$ cat src/cpuPkg.sv
package cpuPkg;

	localparam int WordBits = 16;
	localparam int RamWords = 2048;
	localparam int StackWords = 1024;
	localparam int RamAddrBits = $clog2(RamWords); // addresses wrap to 11 bits
	localparam int StackAddrBits = $clog2(StackWords); // and to 10 bits here
	localparam int FetchWords = 3; // opcode, par1, par2

	typedef logic [WordBits-1:0] word_t;

	// 0 ax, 1 bx, 2 cx, 3 dx
	typedef logic [1:0] regSel_t;
	localparam regSel_t RegDx = 2'd3; // target of the flag copies

	typedef struct packed {
		logic [11:0] pad;
		regSel_t dst; // bits 3..2
		regSel_t src; // bits 1..0, also the single register of unary ops
	} regPair_t;

	// par1/par2 are either a register pair or an immediate/address
	typedef union packed {
		word_t raw;
		regPair_t regPair;
	} operand_t;

	// length 1: NOP CFF COF CZF RET, 3: MOV1 MOV2 MOV4 MOV5 MOV6, else 2
	typedef enum logic [15:0] {
		OpNop = 16'h00, OpCff = 16'h02, OpCof = 16'h03, OpCzf = 16'h04,
		OpMov1 = 16'h05, OpMov2 = 16'h06, OpMov3 = 16'h07, OpMov4 = 16'h08,
		OpPop = 16'h09, OpOut = 16'h0A, OpPush = 16'h0B,
		OpAdd = 16'h0C, OpAdc = 16'h0D, OpSub = 16'h0E, OpSuc = 16'h0F,
		OpCmp = 16'h14, OpAnd = 16'h15, OpNeg = 16'h16, OpNot = 16'h17,
		OpOr = 16'h18, OpShl = 16'h19, OpShr = 16'h1A, OpXor = 16'h1B,
		OpTest = 16'h1C, OpCall = 16'h1E, OpRet = 16'h1F,
		OpJmp1 = 16'h20, OpJc = 16'h21, OpJnc = 16'h22, OpJz = 16'h23,
		OpJnz = 16'h24, OpJo = 16'h25, OpJno = 16'h26,
		OpMov5 = 16'h2A, OpMov6 = 16'h2B, OpJmp2 = 16'h31
	} opcode_t;

	typedef enum logic [3:0] {
		AluAdd = 4'd0,
		AluAdc = 4'd1,
		AluSub = 4'd2,
		AluSuc = 4'd3,
		AluAnd = 4'd4,
		AluOr = 4'd5,
		AluXor = 4'd6,
		AluNeg = 4'd7, // bitwise invert
		AluNot = 4'd8, // logical not
		AluShl = 4'd9,
		AluShr = 4'd10
	} aluOp_t;

	typedef struct packed {
		logic cf;
		logic zf;
		logic of;
	} flags_t;

endpackage

$ cat src/stageIf.sv
interface instrIf;
	import cpuPkg::*;

	logic valid; // one-cycle pulse per issued instruction
	word_t pc;
	opcode_t opcode;
	operand_t par1;
	operand_t par2;

	modport producer (output valid, pc, opcode, par1, par2);
	modport consumer (input valid, pc, opcode, par1, par2);
endinterface


$ cat src/fetchStage.sv
module fetchStage (
	input logic clk,
	input logic reset,
	input cpuPkg::word_t fetchWords [cpuPkg::FetchWords],
	output cpuPkg::word_t fetchAddr,
	input logic pcLoad,
	input cpuPkg::word_t newPc,
	instrIf.producer instr
);
	import cpuPkg::*;

	word_t pc;
	logic waiting; // one instruction in flight

	assign fetchAddr = pc;

	always_ff @(posedge clk) begin
		if (!reset) begin
			pc <= '0;
			waiting <= 1'b0;
			instr.valid <= 1'b0;
		end else begin
			instr.valid <= 1'b0;
			if (pcLoad) begin // commit redirects every instruction
				pc <= newPc;
				waiting <= 1'b0;
			end else if (!waiting) begin
				instr.valid <= 1'b1;
				instr.pc <= pc;
				instr.opcode <= opcode_t'(fetchWords[0]);
				instr.par1 <= fetchWords[1];
				instr.par2 <= fetchWords[2];
				waiting <= 1'b1;
			end
		end
	end

endmodule

$ cat src/flat_wrapper.sv
// flat-port wrapper written by rule: the top's interface ports become plain ports
module fetchStage_flat import cpuPkg::*;
  (clk, reset, fetchWords, fetchAddr, pcLoad, newPc, instr_valid, instr_pc, instr_opcode, instr_par1, instr_par2);
  instrIf instr_i ();
  input logic clk;
  input logic reset;
  input cpuPkg::word_t fetchWords[cpuPkg::FetchWords];
  output cpuPkg::word_t fetchAddr;
  input logic pcLoad;
  input cpuPkg::word_t newPc;
  output wire logic [$bits(instr_i.valid)-1:0] instr_valid;
  output wire logic [$bits(instr_i.pc)-1:0] instr_pc;
  output wire logic [$bits(instr_i.opcode)-1:0] instr_opcode;
  output wire logic [$bits(instr_i.par1)-1:0] instr_par1;
  output wire logic [$bits(instr_i.par2)-1:0] instr_par2;
  assign instr_valid = instr_i.valid;
  assign instr_pc = instr_i.pc;
  assign instr_opcode = instr_i.opcode;
  assign instr_par1 = instr_i.par1;
  assign instr_par2 = instr_i.par2;
  fetchStage u_core (.clk(clk), .reset(reset), .fetchWords(fetchWords), .fetchAddr(fetchAddr), .pcLoad(pcLoad), .newPc(newPc), .instr(instr_i));
endmodule
$ cat config.mk
export PLATFORM = sky130hd
export DESIGN_NAME = fetchStage_flat
export DESIGN_NICKNAME = d
export VERILOG_FILES = /design/src/cpuPkg.sv /design/src/stageIf.sv /design/src/fetchStage.sv /design/src/flat_wrapper.sv
export SDC_FILE = /design/constraint.sdc
export NUM_CORES = 1
export LEC_CHECK = 0
export ABC_AREA = 1
export BUFFER_PORTS_ARGS = -buffer_cell sky130_fd_sc_hd__buf_2
export CAP_MARGIN = 10
export CORE_MARGIN = 5
export CORE_UTILIZATION = 47
export DETAILED_ROUTE_END_ITERATION = 16
export PLACE_DENSITY = 0.84
export SYNTH_ARGS = -nofsm -noshare
export SYNTH_HDL_FRONTEND = slang
export SYNTH_SLANG_ARGS = --single-unit
$ cat constraint.sdc
create_clock -name clk -period 9.9 [get_ports clk]
set_input_delay 1.485 -clock clk [delete_from_list [all_inputs] [get_ports clk]]
set_output_delay 1.485 -clock clk [all_outputs]
set_load 0.02 [all_outputs]
* Word level (Yosys, flattened, before mapping)
Cells that the tools add are included.
** Word-level totals
- Bits in registers :: 82
- Input port bits :: 67
- Output and inout port bits :: 81
- Word-level logic and storage cells :: 14
** Cells by class
- Muxes and demuxes :: 2
- Bitwise logic cells :: 3
- Reductions and logical operators :: 2
** Operators with widths (number)
- NOT 1 bit :: 3
- AND reduction 3 bit :: 1
- 2-to-1 mux 1 bit :: 2
- OR reduction 2 bit :: 1

* Logic depth before layout (Yosys ltp)
- Depth in word-level cells :: 2
- Depth in mapped cells :: 5
- Depth with buffers taken out :: 4

* Least setup slack after synthesis
No wires, ideal clock.
- Kind :: in2reg
- From :: in pcLoad
- To :: reg u_core.instr.opcode[0], enable pin
- Setup time :: 565 ps
- Arrival :: 6107 ps
- Data required time :: 9335 ps
- Setup slack :: 3228 ps
- Cell stages on the path :: 3
- Buffers on the path :: 2
- Cells stage by stage :: buf_6 -> buf_6 -> nor3_1
** On the way
- Word-level cells in the longest chain between the ends :: 2
** Ends and longest elaborated chain
- start, declared :: RTL line flat_wrapper.sv:9 : input logic pcLoad;
- NOT 1 bit (no source line)
- AND reduction 3 bit (no source line)
- end signal, assigned :: RTL line fetchStage.sv:30 : instr.opcode <= opcode_t'(fetchWords[0]);
- end, declared :: RTL line stageIf.sv:10 : modport producer (output valid, pc, opcode, par1, par2);
No other way between the ends.
A chain may end at the register's enable or synchronous reset.

* Worst setup path after layout
- From :: in reset
- To :: reg u_core.instr.opcode[0], enable pin
** On the way
- Word-level cells in the longest chain between the ends :: 1
** Ends and longest elaborated chain
- start, declared :: RTL line flat_wrapper.sv:6 : input logic reset;
- AND reduction 3 bit (no source line)
No other way between the ends.

==> impl_summary.log <==
[metrics] run status: complete, no violations
[metrics] CTS Buf Count: 9
[metrics] layer with the highest usage: met2
[metrics] slew at the pin with the worst max-slew slack: around 550 ps
[metrics] yosys warns: 0
[metrics] post-CTS clock slew at the launch and capture registers of the worst setup and hold paths: 70 ps
[metrics] Vert. Die Dim: 85.25 um
[metrics] Clk Latency, worst-skew pair: 330 ps
[metrics] buffers inserted during post-CTS setup optimization: 0
[metrics] worst setup path category: in -> reg
[metrics] Clk Tree Root Cell: sky130_fd_sc_hd__clkbuf_8
[metrics] Detail Placement HPWL: 4536 um
[metrics] most frequently used flop master after synthesis: sky130_fd_sc_hd__edfxtp_1
[metrics] slack of the worst reg-to-reg path: 8660 ps
[metrics] Nets: 393
[metrics] number of I/O pins: 148
[metrics] Cell Pwr Density: 205.8 mW/mm2
[metrics] share of post-route cells with drive strength above 1: between 40% and 50%
[metrics] leakage power total: 1.733 nW
[metrics] Peak VDD IR: 0.08708 mV
[metrics] average size of a mapped cell: about 15 um2
[metrics] summed instance area of the synthesized netlist: 0.002661 mm2
[metrics] final period demand of the worst path: 2448 ps
[metrics] Worst Min Path Start: u_core.waiting$_SDFF_PN0_
[metrics] count of flip-flops with a built-in enable after synthesis: 64
[metrics] type of element capturing the critical path: flop
[metrics] synthesized netlist cell count: approximately 170
[metrics] hold slack final: 453.0 ps
[metrics] top cells by instance count after synthesis: sky130_fd_sc_hd__edfxtp_1, sky130_fd_sc_hd__nor2_1, sky130_fd_sc_hd__nand2_1
[metrics] type of origin of the critical path: input port
[metrics] wire per inst: 15.33 um
[metrics] hold endpoint: u_core.instr.valid$_SDFF_PP0_
[metrics] number of DRC markers in iteration 0: 94
[metrics] Vias: approximately 1800
[metrics] area delta synth->final: 39.45%
[metrics] sequential share of the synthesized area: 85.75%
[metrics] Setup Total Neg Slack: 0 ps
[metrics] top achievable clock speed: 0.4085 GHz
[metrics] setup-violating endpoint count in the final report: 0
[metrics] kind of path behind the tightest hold check: reg -> reg
[metrics] top cells by area, synth: sky130_fd_sc_hd__edfxtp_1, sky130_fd_sc_hd__dfxtp_1, sky130_fd_sc_hd__nor2_1, sky130_fd_sc_hd__nand2_1, sky130_fd_sc_hd__inv_1
[metrics] TritonCTS clock tree: done
[metrics] post-layout util: 67.39%
[metrics] standard-cell row count: 27
[metrics] number of antenna violations at the first check in global routing: 0
[metrics] reg-to-reg endpoint: u_core.instr.opcode[0]$_DFFE_PP_
[metrics] final std cells w/o fill: 403
[metrics] data required time of the critical path: a little under 10000 ps
[metrics] number of diodes: 0
[metrics] antenna violation net count after detailed routing: 0
[metrics] met2 track demand over resource: 28.11%
[metrics] proportion of netlist area held by the largest area contributor: 72.21%
[metrics] Port-buffer cells: 147
[metrics] area enclosed by the die boundary: 0.007268 mm2
[metrics] WHS Path Cells: 1
[metrics] via count of the first global-routing pass: around 1700
[metrics] placed cell count: around 390
[metrics] GR Util met3: between 5 and 6%
[metrics] CP max FO: 32
[metrics] total grt overflow: 0
[metrics] leading cell type by number of instances after synthesis: sky130_fd_sc_hd__edfxtp_1
[metrics] weighted congestion at the end of routability-driven global placement: a little under 0.8
[metrics] worst flop-to-flop path startpoint: u_core.waiting$_SDFF_PN0_
[metrics] total of hold buffers inserted after clock tree synthesis: 0
[metrics] critical path data arrival time: 2440 ps
[metrics] first drt pass iteration count: 4
[metrics] # resized after CTS: 0
[metrics] count of cells along the worst register-to-register path: 2
[metrics] number of maximum-capacitance violations: 0
[metrics] buffer levels on the longest clock path: 2
[metrics] global-route met1 utilization: 19.95%
[metrics] horizontal die dimension: around 85 um
[metrics] number of hold violations in the final report: 0
[metrics] distinct cell type count after synthesis: 8
[metrics] Vias per Instance: 4.360
[metrics] starting utilization of the core area: roughly 48%
[metrics] async set-or-reset flop fraction in the synthesized netlist: 0%
[metrics] Post-Syn Nets: 239
[metrics] deepest level of the CTS H-tree: 3
[metrics] Max-Slew Margin vs Limit: 63.22%
[metrics] fin. max-slew vios: 0
[metrics] total detailed-routing wirelength: 6176 um
[metrics] core region area: 0.005507 mm2
[metrics] Fin Clk Skew: 10.18 ps
[metrics] dominant cell type by area after synthesis: sky130_fd_sc_hd__edfxtp_1
[metrics] Clock Sink Count: 82
[metrics] largest net degree at the start of global routing: 36
[metrics] aggregate global-route resource usage: 17.12%
[metrics] Remaining DRCs: 0
[metrics] layout filler cell count: 411
[metrics] portion of the clock cycle consumed by the worst path in the final layout: approximately a quarter
[metrics] synthesized flop and latch total: 82
[metrics] global-route wire length before repair: approximately 9200 um
[metrics] unrepaired setup endpoints after global routing: no
## layout by cell type (no fill, tap or decap)
cell type,n
sky130_fd_sc_hd__buf_4,2
sky130_fd_sc_hd__nor3_1,1
sky130_fd_sc_hd__inv_1,17
sky130_fd_sc_hd__clkbuf_8,9
sky130_fd_sc_hd__nand2_1,32
sky130_fd_sc_hd__edfxtp_1,64
sky130_fd_sc_hd__nor3_2,1
sky130_fd_sc_hd__dfxtp_1,18
sky130_fd_sc_hd__nor2_1,33
sky130_fd_sc_hd__bufinv_16,4
sky130_fd_sc_hd__clkinv_4,2
sky130_fd_sc_hd__clkinv_1,1
sky130_fd_sc_hd__buf_2,147
## sequential cells by signal (all words and copies together), names as in the netlist
name                 count
u_core.instr.pc         16
u_core.waiting           1
u_core.instr.par2       16
u_core.instr.valid       1
u_core.instr.par1       16
u_core.fetchAddr        16
u_core.instr.opcode     16
## metal layers
| metal | vias up | wire (um) |
|---|---|---|
| li1 | 877 | - |
| met1 | 783 | 2443 |
| met2 | 90 | 3028 |
| met3 | 7 | 611 |
| met4 | 0 | 93 |
| met5 | - | 0 |
## worst max-delay path, cell delays in order
cell,delay (ps)
sky130_fd_sc_hd__buf_2,270
sky130_fd_sc_hd__inv_1,130
sky130_fd_sc_hd__nor3_2,150
sky130_fd_sc_hd__buf_4,400
## metrics by stage
stage | worst slack, ps | instance area, um2 | power (mW)
finish | 7452 | 3711 | 0.7636
global route | 7375 | 3711 | 0.7938
global placement | 7118 | 3446 | 0.4636
floorplan | 3228 | 2661 | 0.4380
CTS | 7458 | 3711 | 0.7704
detailed placement | 7097 | 3446 | 0.4661
## cells by family after synthesis
kind of cell  Yosys count  share of synthesized area, %
buf+inv                23                         4.701
simple gates           67                         9.544
flops                  82                         85.75
## report_power, final
group	switching [mW]	internal, mW	leakage [nW]
Combinational	0.0405	0.0229	0.852
Clock	0.113	0.193	0.131
Sequential	0.00613	0.388	0.750
## layout make-up
| cell class | count | area [um2] | area share [%] |
|---|---|---|---|
| flip-flops and latches | 82 | 2282 | 61.50 |
| repair buffers | 149 | 750.7 | 20.23 |
| multi-input cells | 67 | 259.0 | 6.979 |
| clock inverters | 7 | 141.4 | 3.810 |
| clock buffers | 9 | 123.9 | 3.338 |
| well taps | 72 | 90.09 | 2.428 |
| inverters | 17 | 63.81 | 1.719 |
## how the worst max path moves through the flow
stage | from | end | slack, ps | depth (start not counted)
2_1_floorplan | pcLoad | u_core.instr.opcode[0]$_DFFE_PP_ | 3230 | 3
3_3_place_gp | pcLoad | u_core.instr.opcode[10]$_DFFE_PP_ | 7120 | 3
3_5_place_dp | pcLoad | u_core.instr.opcode[10]$_DFFE_PP_ | 7100 | 3
4_1_cts | pcLoad | u_core.instr.opcode[0]$_DFFE_PP_ | 7460 | 3
5_1_grt | reset | u_core.instr.par1[10]$_DFFE_PP_ | 7370 | 4
6_report | reset | u_core.instr.opcode[0]$_DFFE_PP_ | 7450 | 4
(Power assumes the default switching activity.)
