===== src/cpuPkg.sv =====
package cpuPkg;

	localparam int WordBits = 16;
	localparam int RamWords = 2048;
	localparam int StackWords = 1024;
	localparam int RamAddrBits = $clog2(RamWords); // addresses wrap to 11 bits
	localparam int StackAddrBits = $clog2(StackWords); // and to 10 bits here
	localparam int FetchWords = 3; // opcode, par1, par2

	typedef logic [WordBits-1:0] word_t;

	// 0 ax, 1 bx, 2 cx, 3 dx
	typedef logic [1:0] regSel_t;
	localparam regSel_t RegDx = 2'd3; // target of the flag copies

	typedef struct packed {
		logic [11:0] pad;
		regSel_t dst; // bits 3..2
		regSel_t src; // bits 1..0, also the single register of unary ops
	} regPair_t;

	// par1/par2 are either a register pair or an immediate/address
	typedef union packed {
		word_t raw;
		regPair_t regPair;
	} operand_t;

	// length 1: NOP CFF COF CZF RET, 3: MOV1 MOV2 MOV4 MOV5 MOV6, else 2
	typedef enum logic [15:0] {
		OpNop = 16'h00, OpCff = 16'h02, OpCof = 16'h03, OpCzf = 16'h04,
		OpMov1 = 16'h05, OpMov2 = 16'h06, OpMov3 = 16'h07, OpMov4 = 16'h08,
		OpPop = 16'h09, OpOut = 16'h0A, OpPush = 16'h0B,
		OpAdd = 16'h0C, OpAdc = 16'h0D, OpSub = 16'h0E, OpSuc = 16'h0F,
		OpCmp = 16'h14, OpAnd = 16'h15, OpNeg = 16'h16, OpNot = 16'h17,
		OpOr = 16'h18, OpShl = 16'h19, OpShr = 16'h1A, OpXor = 16'h1B,
		OpTest = 16'h1C, OpCall = 16'h1E, OpRet = 16'h1F,
		OpJmp1 = 16'h20, OpJc = 16'h21, OpJnc = 16'h22, OpJz = 16'h23,
		OpJnz = 16'h24, OpJo = 16'h25, OpJno = 16'h26,
		OpMov5 = 16'h2A, OpMov6 = 16'h2B, OpJmp2 = 16'h31
	} opcode_t;

	typedef enum logic [3:0] {
		AluAdd = 4'd0,
		AluAdc = 4'd1,
		AluSub = 4'd2,
		AluSuc = 4'd3,
		AluAnd = 4'd4,
		AluOr = 4'd5,
		AluXor = 4'd6,
		AluNeg = 4'd7, // bitwise invert
		AluNot = 4'd8, // logical not
		AluShl = 4'd9,
		AluShr = 4'd10
	} aluOp_t;

	typedef struct packed {
		logic cf;
		logic zf;
		logic of;
	} flags_t;

endpackage


===== src/registerFile.sv =====
module registerFile (
	input logic clk,
	input logic reset,
	input logic regWrite,
	input cpuPkg::regSel_t regDst,
	input cpuPkg::word_t regData,
	input logic regWrite2,
	input cpuPkg::regSel_t regDst2,
	input cpuPkg::word_t regData2,
	input logic spWrite,
	input cpuPkg::word_t spData,
	input logic bpWrite,
	input cpuPkg::word_t bpData,
	input logic flagWrite,
	input cpuPkg::flags_t flagsIn,
	output cpuPkg::word_t regs [4],
	output cpuPkg::word_t sp,
	output cpuPkg::word_t bp,
	output cpuPkg::flags_t flags
);
	import cpuPkg::*;

	always_ff @(posedge clk) begin
		if (!reset) begin
			for (int i = 0; i < 4; i++) begin
				regs[i] <= '0;
			end
			sp <= '0;
			bp <= '0;
			flags <= '0;
		end else begin
			if (regWrite) begin
				regs[regDst] <= regData;
			end
			if (regWrite2) begin
				regs[regDst2] <= regData2; // last write wins on a clash
			end
			if (spWrite) begin
				sp <= spData;
			end
			if (bpWrite) begin
				bp <= bpData;
			end
			if (flagWrite) begin
				flags <= flagsIn;
			end
		end
	end

endmodule


===== config.mk =====
export PLATFORM = sky130hd
export DESIGN_NAME = registerFile
export DESIGN_NICKNAME = d
export VERILOG_FILES = /design/src/cpuPkg.sv /design/src/registerFile.sv
export SDC_FILE = /design/constraint.sdc
export NUM_CORES = 1
export LEC_CHECK = 0
export BUFFER_PORTS_ARGS = -buffer_cell sky130_fd_sc_hd__buf_2
export CORE_UTILIZATION = 45
export DETAILED_ROUTE_END_ITERATION = 10
export PLACE_DENSITY = 0.87
export SLEW_MARGIN = 20
export SYNTH_ARGS = -nofsm -noshare
export SYNTH_HDL_FRONTEND = slang
export SYNTH_SLANG_ARGS = --single-unit

===== constraint.sdc =====
create_clock -name clk -period 3.6 [get_ports clk]
set_input_delay 0.54 -clock clk [delete_from_list [all_inputs] [get_ports clk]]
set_output_delay 0.54 -clock clk [all_outputs]
set_load 0.01 [all_outputs]

# Word-level counts from Yosys, hierarchy flattened
# Index checks and enable logic that the tools add are counted.
[op_classes] addsub=0 mul=0 div_mod_pow=0 order_cmp=4 n_eq_ne=0 n_shift=0 mux=9 bitwise=2 reduce_logical=2
[ops] op="$mux W64" n=3
[ops] op="$bwmux W64" n=2
[ops] op="$demux W16 S2" n=2
[ops] op="$mux W16" n=2
[ops] op="$ge A3 B3 Y1 const B" n=2
[ops] op="$lt A3 B1 Y1 const B" n=2
[ops] op="$not A2 Y3" n=2
[ops] op="$logic_and A1 B1 Y1" n=2
[totals] regBits=99 latch_bits=0 mem_bits_rw=0 romBits=0 inputBits=78 wordCells=26 mem_count=0

# Logic depth before layout (Yosys ltp)
# Gate-level depths: netlist of run 1.
[logic_depth] word_depth=10 mapped_depth=6 ltp_nobuf=3

# Least setup slack after synthesis of run 1
# OpenSTA, ideal clock, no wires.
[synth_timing] path_kind="input to register" from="input port regDst[0]" to="register regs[48] in the netlist's numbering" setup_ns=0.125 t_arrival_ns=1.415 t_required_ns=3.475 slack_ns=2.060 cell_stages=6 n_path_buf=3 path_cell_list="buf_2 or3b_1 buf_6 buf_8 nand2_1 a31oi_1"
[synth_via] elab_chain_len=10
[synth_rtl] item="from (decl)" line_no="registerFile.sv:5" rtl="input cpuPkg::regSel_t regDst,"
[synth_rtl] item="$not A2 Y3 (implied by the code) (*)" line_no="registerFile.sv:33" rtl="regs[regDst] <= regData;"
[synth_rtl] item="$ge A3 B3 Y1 (implied by the code) or $lt A3 B1 Y1 (tied branches)" line_no="registerFile.sv:33"
[synth_rtl] item="$logic_and A1 B1 Y1 (implied by the code)" line_no="registerFile.sv:33"
[synth_rtl] item="$mux W16 (implied by the code)" line_no="registerFile.sv:33"
[synth_rtl] item="$demux W16 S2 (*)" line_no="registerFile.sv:33"
[synth_rtl] item="$bwmux W64 (*)" line_no="registerFile.sv:33"
[synth_rtl] item="$mux W64 (*)" line_no="registerFile.sv:32" rtl="if (regWrite) begin"
[synth_rtl] item="$mux W64 (*)" line_no="registerFile.sv:24" rtl="if (!reset) begin"
[synth_rtl] item="$bwmux W64" line_no="registerFile.sv:36" rtl="regs[regDst2] <= regData2;"
[synth_rtl] item="$mux W64 (*)" line_no="registerFile.sv:35" rtl="if (regWrite2) begin"
[synth_rtl] item="to (signal, indexed assignment)" line_no="registerFile.sv:33"
[synth_rtl] item="to (signal, indexed assignment)" line_no="registerFile.sv:36"
[synth_rtl] item="to (decl)" line_no="registerFile.sv:16" rtl="output cpuPkg::word_t regs [4],"
# Mark *: on every way between the ends. The rest lies on a longest branch, timed or not. The select of a mux whose other input is x is not followed.
# A chain may end at the register's enable or synchronous reset.

# Worst setup path after layout of run 1
[layout_timing] from="input port regDst2[1]" to="register regs[51] in the netlist's numbering"
[layout_via] elab_chain_len=7
[layout_rtl] item="from (decl)" line_no="registerFile.sv:8" rtl="input cpuPkg::regSel_t regDst2,"
[layout_rtl] item="$not A2 Y3 (implied by the code) (*)" line_no="registerFile.sv:36"
[layout_rtl] item="$ge A3 B3 Y1 (implied by the code) or $lt A3 B1 Y1 (tied branches)" line_no="registerFile.sv:36"
[layout_rtl] item="$logic_and A1 B1 Y1 (implied by the code)" line_no="registerFile.sv:36"
[layout_rtl] item="$mux W16 (implied by the code)" line_no="registerFile.sv:36"
[layout_rtl] item="$demux W16 S2 (*)" line_no="registerFile.sv:36"
[layout_rtl] item="$bwmux W64 (*)" line_no="registerFile.sv:36"
[layout_rtl] item="$mux W64 (*)" line_no="registerFile.sv:35"
# Mark *: on every way between the ends. The rest lies on a longest branch, timed or not.

==> results.md, run 1 <==
- R2R cell count: 2
- Vias: 4079
- Reg-to-Reg End: regs[37]
- Clock skew: 0 ns
- Post-route cell area: ~5100 um^2
- Post-layout min period: about 1.5 ns
- I/O Pins: 177
- Worst Max-Slew Pin Slew: 0.797 ns
- CTS clk-pin slew, worst paths: 0.11 ns
- Routability cong.: ~0.77
- TritonRoute pass-1 iters: 5
- Share of layout cells above drive strength 1: 0.313
- Core Region: roughly 8800 um^2
- CP endpoint kind: flip-flop
- PwrDens: 443 nW/um^2
- Hold_sp: spData[7]
- CTS Buffer Depth: 2
- Area Overhead vs Synth: 25.3%
- Peak supply drop: about 190 uV
- DR WL/cell: 16.3 um
- Leading area contributor after synthesis: dfxtp_1
- R2r setup slk: ~2.9 ns
- Routed WL: about 12000 um
- Top-count cell post-synth: nand2_1
- Rows: 34
- Diodes inserted: 0
- Initial core utilization: 0.465
- Post-Syn Nets: about 560
- Max Slew Vio Count: 0
- Slowest stage delay, CP: about 0.75 ns
- Clock sink count: slightly below 100
- Setup TNS: 0 ns
- Crit path DAT: roughly 1.7 ns
- Number of CTS-inserted buffers: 9
- Crit-path max FO: 32
- Power Total: between 2 and 2.5 mW
- Post-synthesis register bit count: about 100
- Synth top area cells: dfxtp_1, nand2_1, a31oi_1, mux2i_1, o21ai_0
- Root Driver: clkbuf_8
- Sink of the worst hold path: sp[7]
- Final setup fails: 0
- Post-Place Cell Area: slightly below 5000 um^2
- Grt total ovfl: 0
- Die span in x: about 97 um
- DRC: 0
- Via-to-Cell Ratio: about 5.5
- Total Die Area: approximately 9400 um^2
- Mapped Area: between 4000 and 5000 um^2
- Crit path from: regDst2[1]
- Initial drt markers: ~250
- Family with the most delay on the worst path: simple AND/OR/NAND/NOR gates
- Vias in the first global route: around 3.9k
- CP startpoint kind: input pin
- Post-synth EDFFs: 0
- Register area share after synthesis: 0.486
- Ys async rst share: 0
- Final hold slack: about 0.42 ns
- DP HPWL: about 8200 um
- Largest net degree at the start of global routing: about 80
- H-tree Lvls: 3
- Outcome: finished clean
- Postcts setup bufs: 0
- Worst setup path class: in2reg
- Slew margin rel.: 0.468
- PostCTS Resize Cnt: 0
- RR Startpoint: regs[37]
- Share of the synthesized area in the top cell type: 0.486
- Distinct cells, synth: 19
- Mapped Cells: 480
- Top cells by count, synth: nand2_1, dfxtp_1, a31oi_1, o21ai_0
- Unrepaired setup endpoints after global routing: no
- Hold Path Depth: 3
- F_max: between 600 and 700 MHz
- Worst-path cell chain: buf_2 -> or3b_2 -> o21ai_0 -> a31oi_1
- Yosys warns: 0
- P_leak: roughly 2.3 nW
- Avg Inst Size Synth: ~8.5 um^2
- Post-DRT Antenna Nets: 0
- WP buf/inv: 1
- First-pass GRT wire length: 19300 um
- Filler cells: ~790
- Max_cap viols: 0
- Slowest CP cell: or3b_2
- Worst Path Required: roughly 3.8 ns
- Tcrit/Tclk final: 0.424
- Final Hold Vio Count: 0
- Die span in y: a little under 100 um
- CTS tree: built
- Port Buffers: between 150 and 200
- Worst-Skew Late Latency: around 0.37 ns
- Hold Buf Count CTS: 0
- Top FF cell, synth: dfxtp_1
- Initial antenna violation count: 0
- # nets final: around 700
- GRT Total Usage: 0.254
- Worst hold path class: in2reg
[routing by layer]
metal  wire [um]  track usage  up-vias
met2        5990        0.449      210
met4         153       0.0723        0
met3         856       0.0482       22
met1        5040        0.313     1897
li1            -            -     1950
met5           0            0        -
[worst max path at each step]
stage | cells after the start | to
finish | 4 | regs[51]
global route | 4 | regs[61]
CTS | 4 | regs[19]
detailed placement | 4 | regs[19]
global placement | 4 | regs[47]
floorplan | 6 | regs[48]
[worst register-to-register path, stage by stage, from the launching register on]
cell and delay [ns]:
dfxtp_1 0.38, nand2_1 0.06, a31oi_1 0.20
[final cells by class]
| cell class | instances | area [um^2] | share of cell area |
|---|---|---|---|
| clock buffers | 9 | 124 | 0.0243 |
| clock inverters | 7 | 71.3 | 0.0140 |
| multi-input cells | 338 | 1870 | 0.366 |
| flip-flops and latches | 99 | 1980 | 0.388 |
| well taps | 108 | 135 | 0.0265 |
| repair buffers | 180 | 925 | 0.181 |
[power by group]
| part | internal (mW) | total, mW | switching (mW) |
|---|---|---|---|
| combinational | 0.149 | 0.357 | 0.207 |
| sequential | 1.17 | 1.20 | 0.0363 |
| clock | 0.272 | 0.701 | 0.429 |
[kinds of logic (layout without fill, tap and decap cells)]
group | count (synthesis) | after routing | share of synthesized area
AOI/OAI and AO/OA | 128 | 128 | 0.177
DFF | 99 | 99 | 0.486
and+or+nand+nor | 175 | 175 | 0.196
muxes | 35 | 35 | 0.0860
buffers and inverters | 43 | 196 | 0.0547
[state kept, by name, summed over array words and instances, names as in the netlist]
register  flops
sp           16
flags         3
bp           16
regs         64
[layout by cell type (no fill, tap or decap), drive strengths merged]
master	instances
or3b	2
nor2b	35
clkbuf	9
mux2i	35
dfxtp	99
nand3b	4
nor3b	1
and3	1
and3b	2
clkinvlp	1
o21ai	64
inv	3
a31oi	64
nand3	2
buf	180
clkinv	3
nand2	128
[per-stage QoR]
step                cells   util  setup WS, ns
finish                741  0.583          2.07
global route          741  0.583          1.97
CTS                   739  0.580          1.76
detailed placement    723  0.557          1.35
global placement      723  0.557          1.49
floorplan             480      -          2.06
Power figures use the tool's default switching activity.
==> run 2: changes to the inputs <==
- ABC_AREA: unset -> 1
- CORE_UTILIZATION: 45 -> 44
- clock period: 3.6 -> 1.27 ns (I/O delays scaled with it)
==> results.md, run 2 <==
- H-tree Lvls: 3 (unchanged)
- # nets final: 952 (was 706)
- TritonRoute pass-1 iters: 5 (unchanged)
- DP HPWL: 9500 um (was 8240 um)
- Peak supply drop: 571 uV (was 190 uV)
- Diodes inserted: 0 (unchanged)
- Post-synth EDFFs: 0 (unchanged)
- Crit path DAT: 0.90 ns (was 1.74 ns)
- Most common cell after layout, fill and taps aside: nor2_1 (was buf_2)
- Avg Inst Size Synth: 6.45 um^2 (was 8.49 um^2)
- Share of the synthesized area in the top cell type: 0.427 (was 0.486)
- Slew margin rel.: 0.692 (was 0.468)
- Number of CTS-inserted buffers: 9 (unchanged)
- CTS Buffer Depth: 2 (unchanged)
- Rows: 37 (was 34)
- Max reg flops: 64 (unchanged)
- Root Driver: clkbuf_8 (unchanged)
- Switching share of power: 0.281 (was 0.298)
- DR WL/cell: 13.4 um (was 16.3 um)
- Slowest stage delay, CP: 0.39 ns (was 0.75 ns)
- Internal: 5.19 mW (was 1.59 mW)
- Post-synthesis register bit count: 99 (unchanged)
- DRC: 0 (unchanged)
- Clock skew: 0 ns (unchanged)
- First-pass GRT wire length: 21700 um (was 19300 um)
- Met2 usage: 0.373 (was 0.449)
- Family with the most delay on the worst path: flip-flops (was simple AND/OR/NAND/NOR gates)
- Grt total ovfl: 0 (unchanged)
- Top-count cell post-synth: nor2_1 (was nand2_1)
- Vias in the first global route: 4451 (was 3908)
- Max_cap viols: 0 (unchanged)
- Register area share after synthesis: 0.427 (was 0.486)
- Tcrit/Tclk final: 0.861
- Synth top area cells: dfxtp_1, nor2_1, nand2_1, nand4_1, nand3_1 (was dfxtp_1, nand2_1, a31oi_1, mux2i_1, o21ai_0)
- GR peak layer: met2 (unchanged)
- Via-to-Cell Ratio: 5.11 (was 5.50)
- Biggest register: regs (unchanged)
- Yosys warns: 0 (unchanged)
- Unrepaired setup endpoints after global routing: no (unchanged)
- Distinct cells, synth: 11 (was 19)
- Die span in y: 105 um (was 97.2 um)
- Mapped Cells: 719 (was 480)
- I/O Pins: 177 (unchanged)
- Sw Pwr: 2.03 mW (was 0.673 mW)
- Mapped Area: 4640 um^2 (was 4080 um^2)
- Post-DRT Antenna Nets: 0 (unchanged)
- GRT Total Usage: 0.245 (was 0.254)
- P_leak: 3.46 nW (was 2.33 nW)
- Final Non-Filler Cells: 1015 (was 741)
- Routability cong.: 0.835 (was 0.771)
- Crit-path max FO: 2 (was 32)
- Initial core utilization: 0.451 (was 0.465)
- PostCTS Resize Cnt: 0 (unchanged)
- Share of layout cells above drive strength 1: 0.245 (was 0.313)
- Hold Buf Count CTS: 0 (unchanged)
- Die span in x: 105 um (was 97.2 um)
- Global-route met3 utilization: 0.0580 (was 0.0482)
- Final setup fails: 0 (unchanged)
- CTS tree: built (unchanged)
- R2r setup slk: 0.53 ns (was 2.90 ns)
- Worst Path Required: 1.08 ns (was 3.81 ns)
- Total Die Area: 11000 um^2 (was 9440 um^2)
- Routed WL: 13600 um (was 12000 um)
- Clock sink count: 99 (unchanged)
- Largest net degree at the start of global routing: 65 (was 81)
- Worst-Skew Late Latency: 0.36 ns (was 0.37 ns)
- Leading area contributor after synthesis: dfxtp_1 (unchanged)
- Commonest non-fill, non-tap cells in the layout: nor2_1, buf_2, nand2_1 (was buf_2, nand2_1, dfxtp_1)
- PwrDens: 1220 nW/um^2 (was 443 nW/um^2)
- Biggest regs: regs (64), bp (16), sp (16) (unchanged)
- Clk pwr share: 0.346 (was 0.310)
- Vias: 5188 (was 4079)
- Area Overhead vs Synth: 28.0% (was 25.3%)
- Top cells by count, synth: nor2_1, nand2_1, dfxtp_1, nand3_1, inv_1 (was nand2_1, dfxtp_1, a31oi_1, o21ai_0)
- Post-layout min period: ~1.1 ns
- F_max: slightly above 900 MHz
- Ys async rst share: 0 (unchanged)
- Port Buffers: 176 (unchanged)
- Sequential power share: 0.475 (was 0.532)
- Initial antenna violation count: 0 (unchanged)
- Placed insts: 999 (was 723)
- Worst setup path class: reg2out (was in2reg)
- Worst-path cell chain: buf_2 (was buf_2 -> or3b_2 -> o21ai_0 -> a31oi_1)
- M1 GR Usage: 0.338 (was 0.313)
- Worst Max-Slew Pin Slew: 0.462 ns (was 0.797 ns)
- Worst hold path class: in2reg (unchanged)
- Top FF cell, synth: dfxtp_1 (unchanged)
- Outcome: finished clean (unchanged)
- Initial drt markers: 299 (was 247)
- WP buf/inv: 1 (unchanged)
- Power share of the combinational group: 0.180 (was 0.158)
- Setup TNS: 0 ns (unchanged)
- CP endpoint kind: output pin (was flip-flop)
- Final Hold Vio Count: 0 (unchanged)
- Core Region: 10300 um^2 (was 8760 um^2)
- CP startpoint kind: flip-flop (was input pin)
- Filler cells: 992 (was 791)
- Slowest CP cell: dfxtp_1 (was or3b_2)
- Post-Syn Nets: 797 (was 558)
- Postcts setup bufs: 0 (unchanged)
- CTS clk-pin slew, worst paths: 0.09 ns (was 0.11 ns)
- Max Slew Vio Count: 0 (unchanged)
## run 2: cell types whose count changed after synthesis, sizes merged, moves of 4 or more
cell    change
nand3      +70
clkbuf      +6
o21ai      -29
inv        +72
nand4      +64
nand3b      -4
a31oi      -64
nor2      +198
nor2b      -35
mux2i      -35
## run 2: per-layer routing
layer,vias up,part of all wire
met4,0,0.021
li1,2591,-
met5,-,0
met1,2293,0.43
met3,26,0.11
met2,278,0.44
## run 2: cell families after synthesis
family | synth area share
AO/OA/AOI/OAI | 0.0378
buffers and inverters | 0.106
flip-flops | 0.427
AND/OR/NAND/NOR | 0.429
## run 2: path summary, 6_finish.rpt
kind,cells past startpoint,to,startpoint
max,1,flags[2],flags[2]
min,3,sp[3],spData[3]
max reg2reg,2,flags[2],flags[2]
min reg2reg,2,sp[3],sp[3]
## run 2: layout make-up
| class | count | area (um^2) | share of cell area |
|---|---|---|---|
| multi-input combinational | 497 | 2160 | 0.365 |
| timing repair buffer | 195 | 1100 | 0.185 |
| clock buffer | 10 | 138 | 0.0232 |
| sequential | 99 | 1980 | 0.334 |
| clock inverter | 6 | 113 | 0.0190 |
| tap | 136 | 170 | 0.0287 |
| inverter | 72 | 270 | 0.0455 |
## run 2: stage by stage
stage | cell area, um^2 | total power [mW] | util | setup WS (ns) | hold WS (ns)
finish | 5940 | 7.22 | 0.578 | 0.177 | 0.0489
global route | 5940 | 7.58 | 0.578 | 0.131 | 0.0275
CTS | 5940 | 7.27 | 0.578 | 0.150 | 0.0292
detailed placement | 5690 | 4.78 | 0.553 | 0.101 | 0.415
global placement | 5690 | 4.75 | 0.553 | 0.145 | 0.411
floorplan | 4640 | 4.21 | - | 0.167 | 0.325
## run 2: power groups by stage
| stage | clock (mW) | sequential [mW] | combinational [mW] |
|---|---|---|---|
| floorplan | 0 | 3.59 | 0.621 |
| global placement | 0 | 3.50 | 1.26 |
| detailed placement | 0 | 3.50 | 1.29 |
| CTS | 2.56 | 3.43 | 1.29 |
| global route | 2.69 | 3.45 | 1.44 |
| finish | 2.50 | 3.43 | 1.30 |
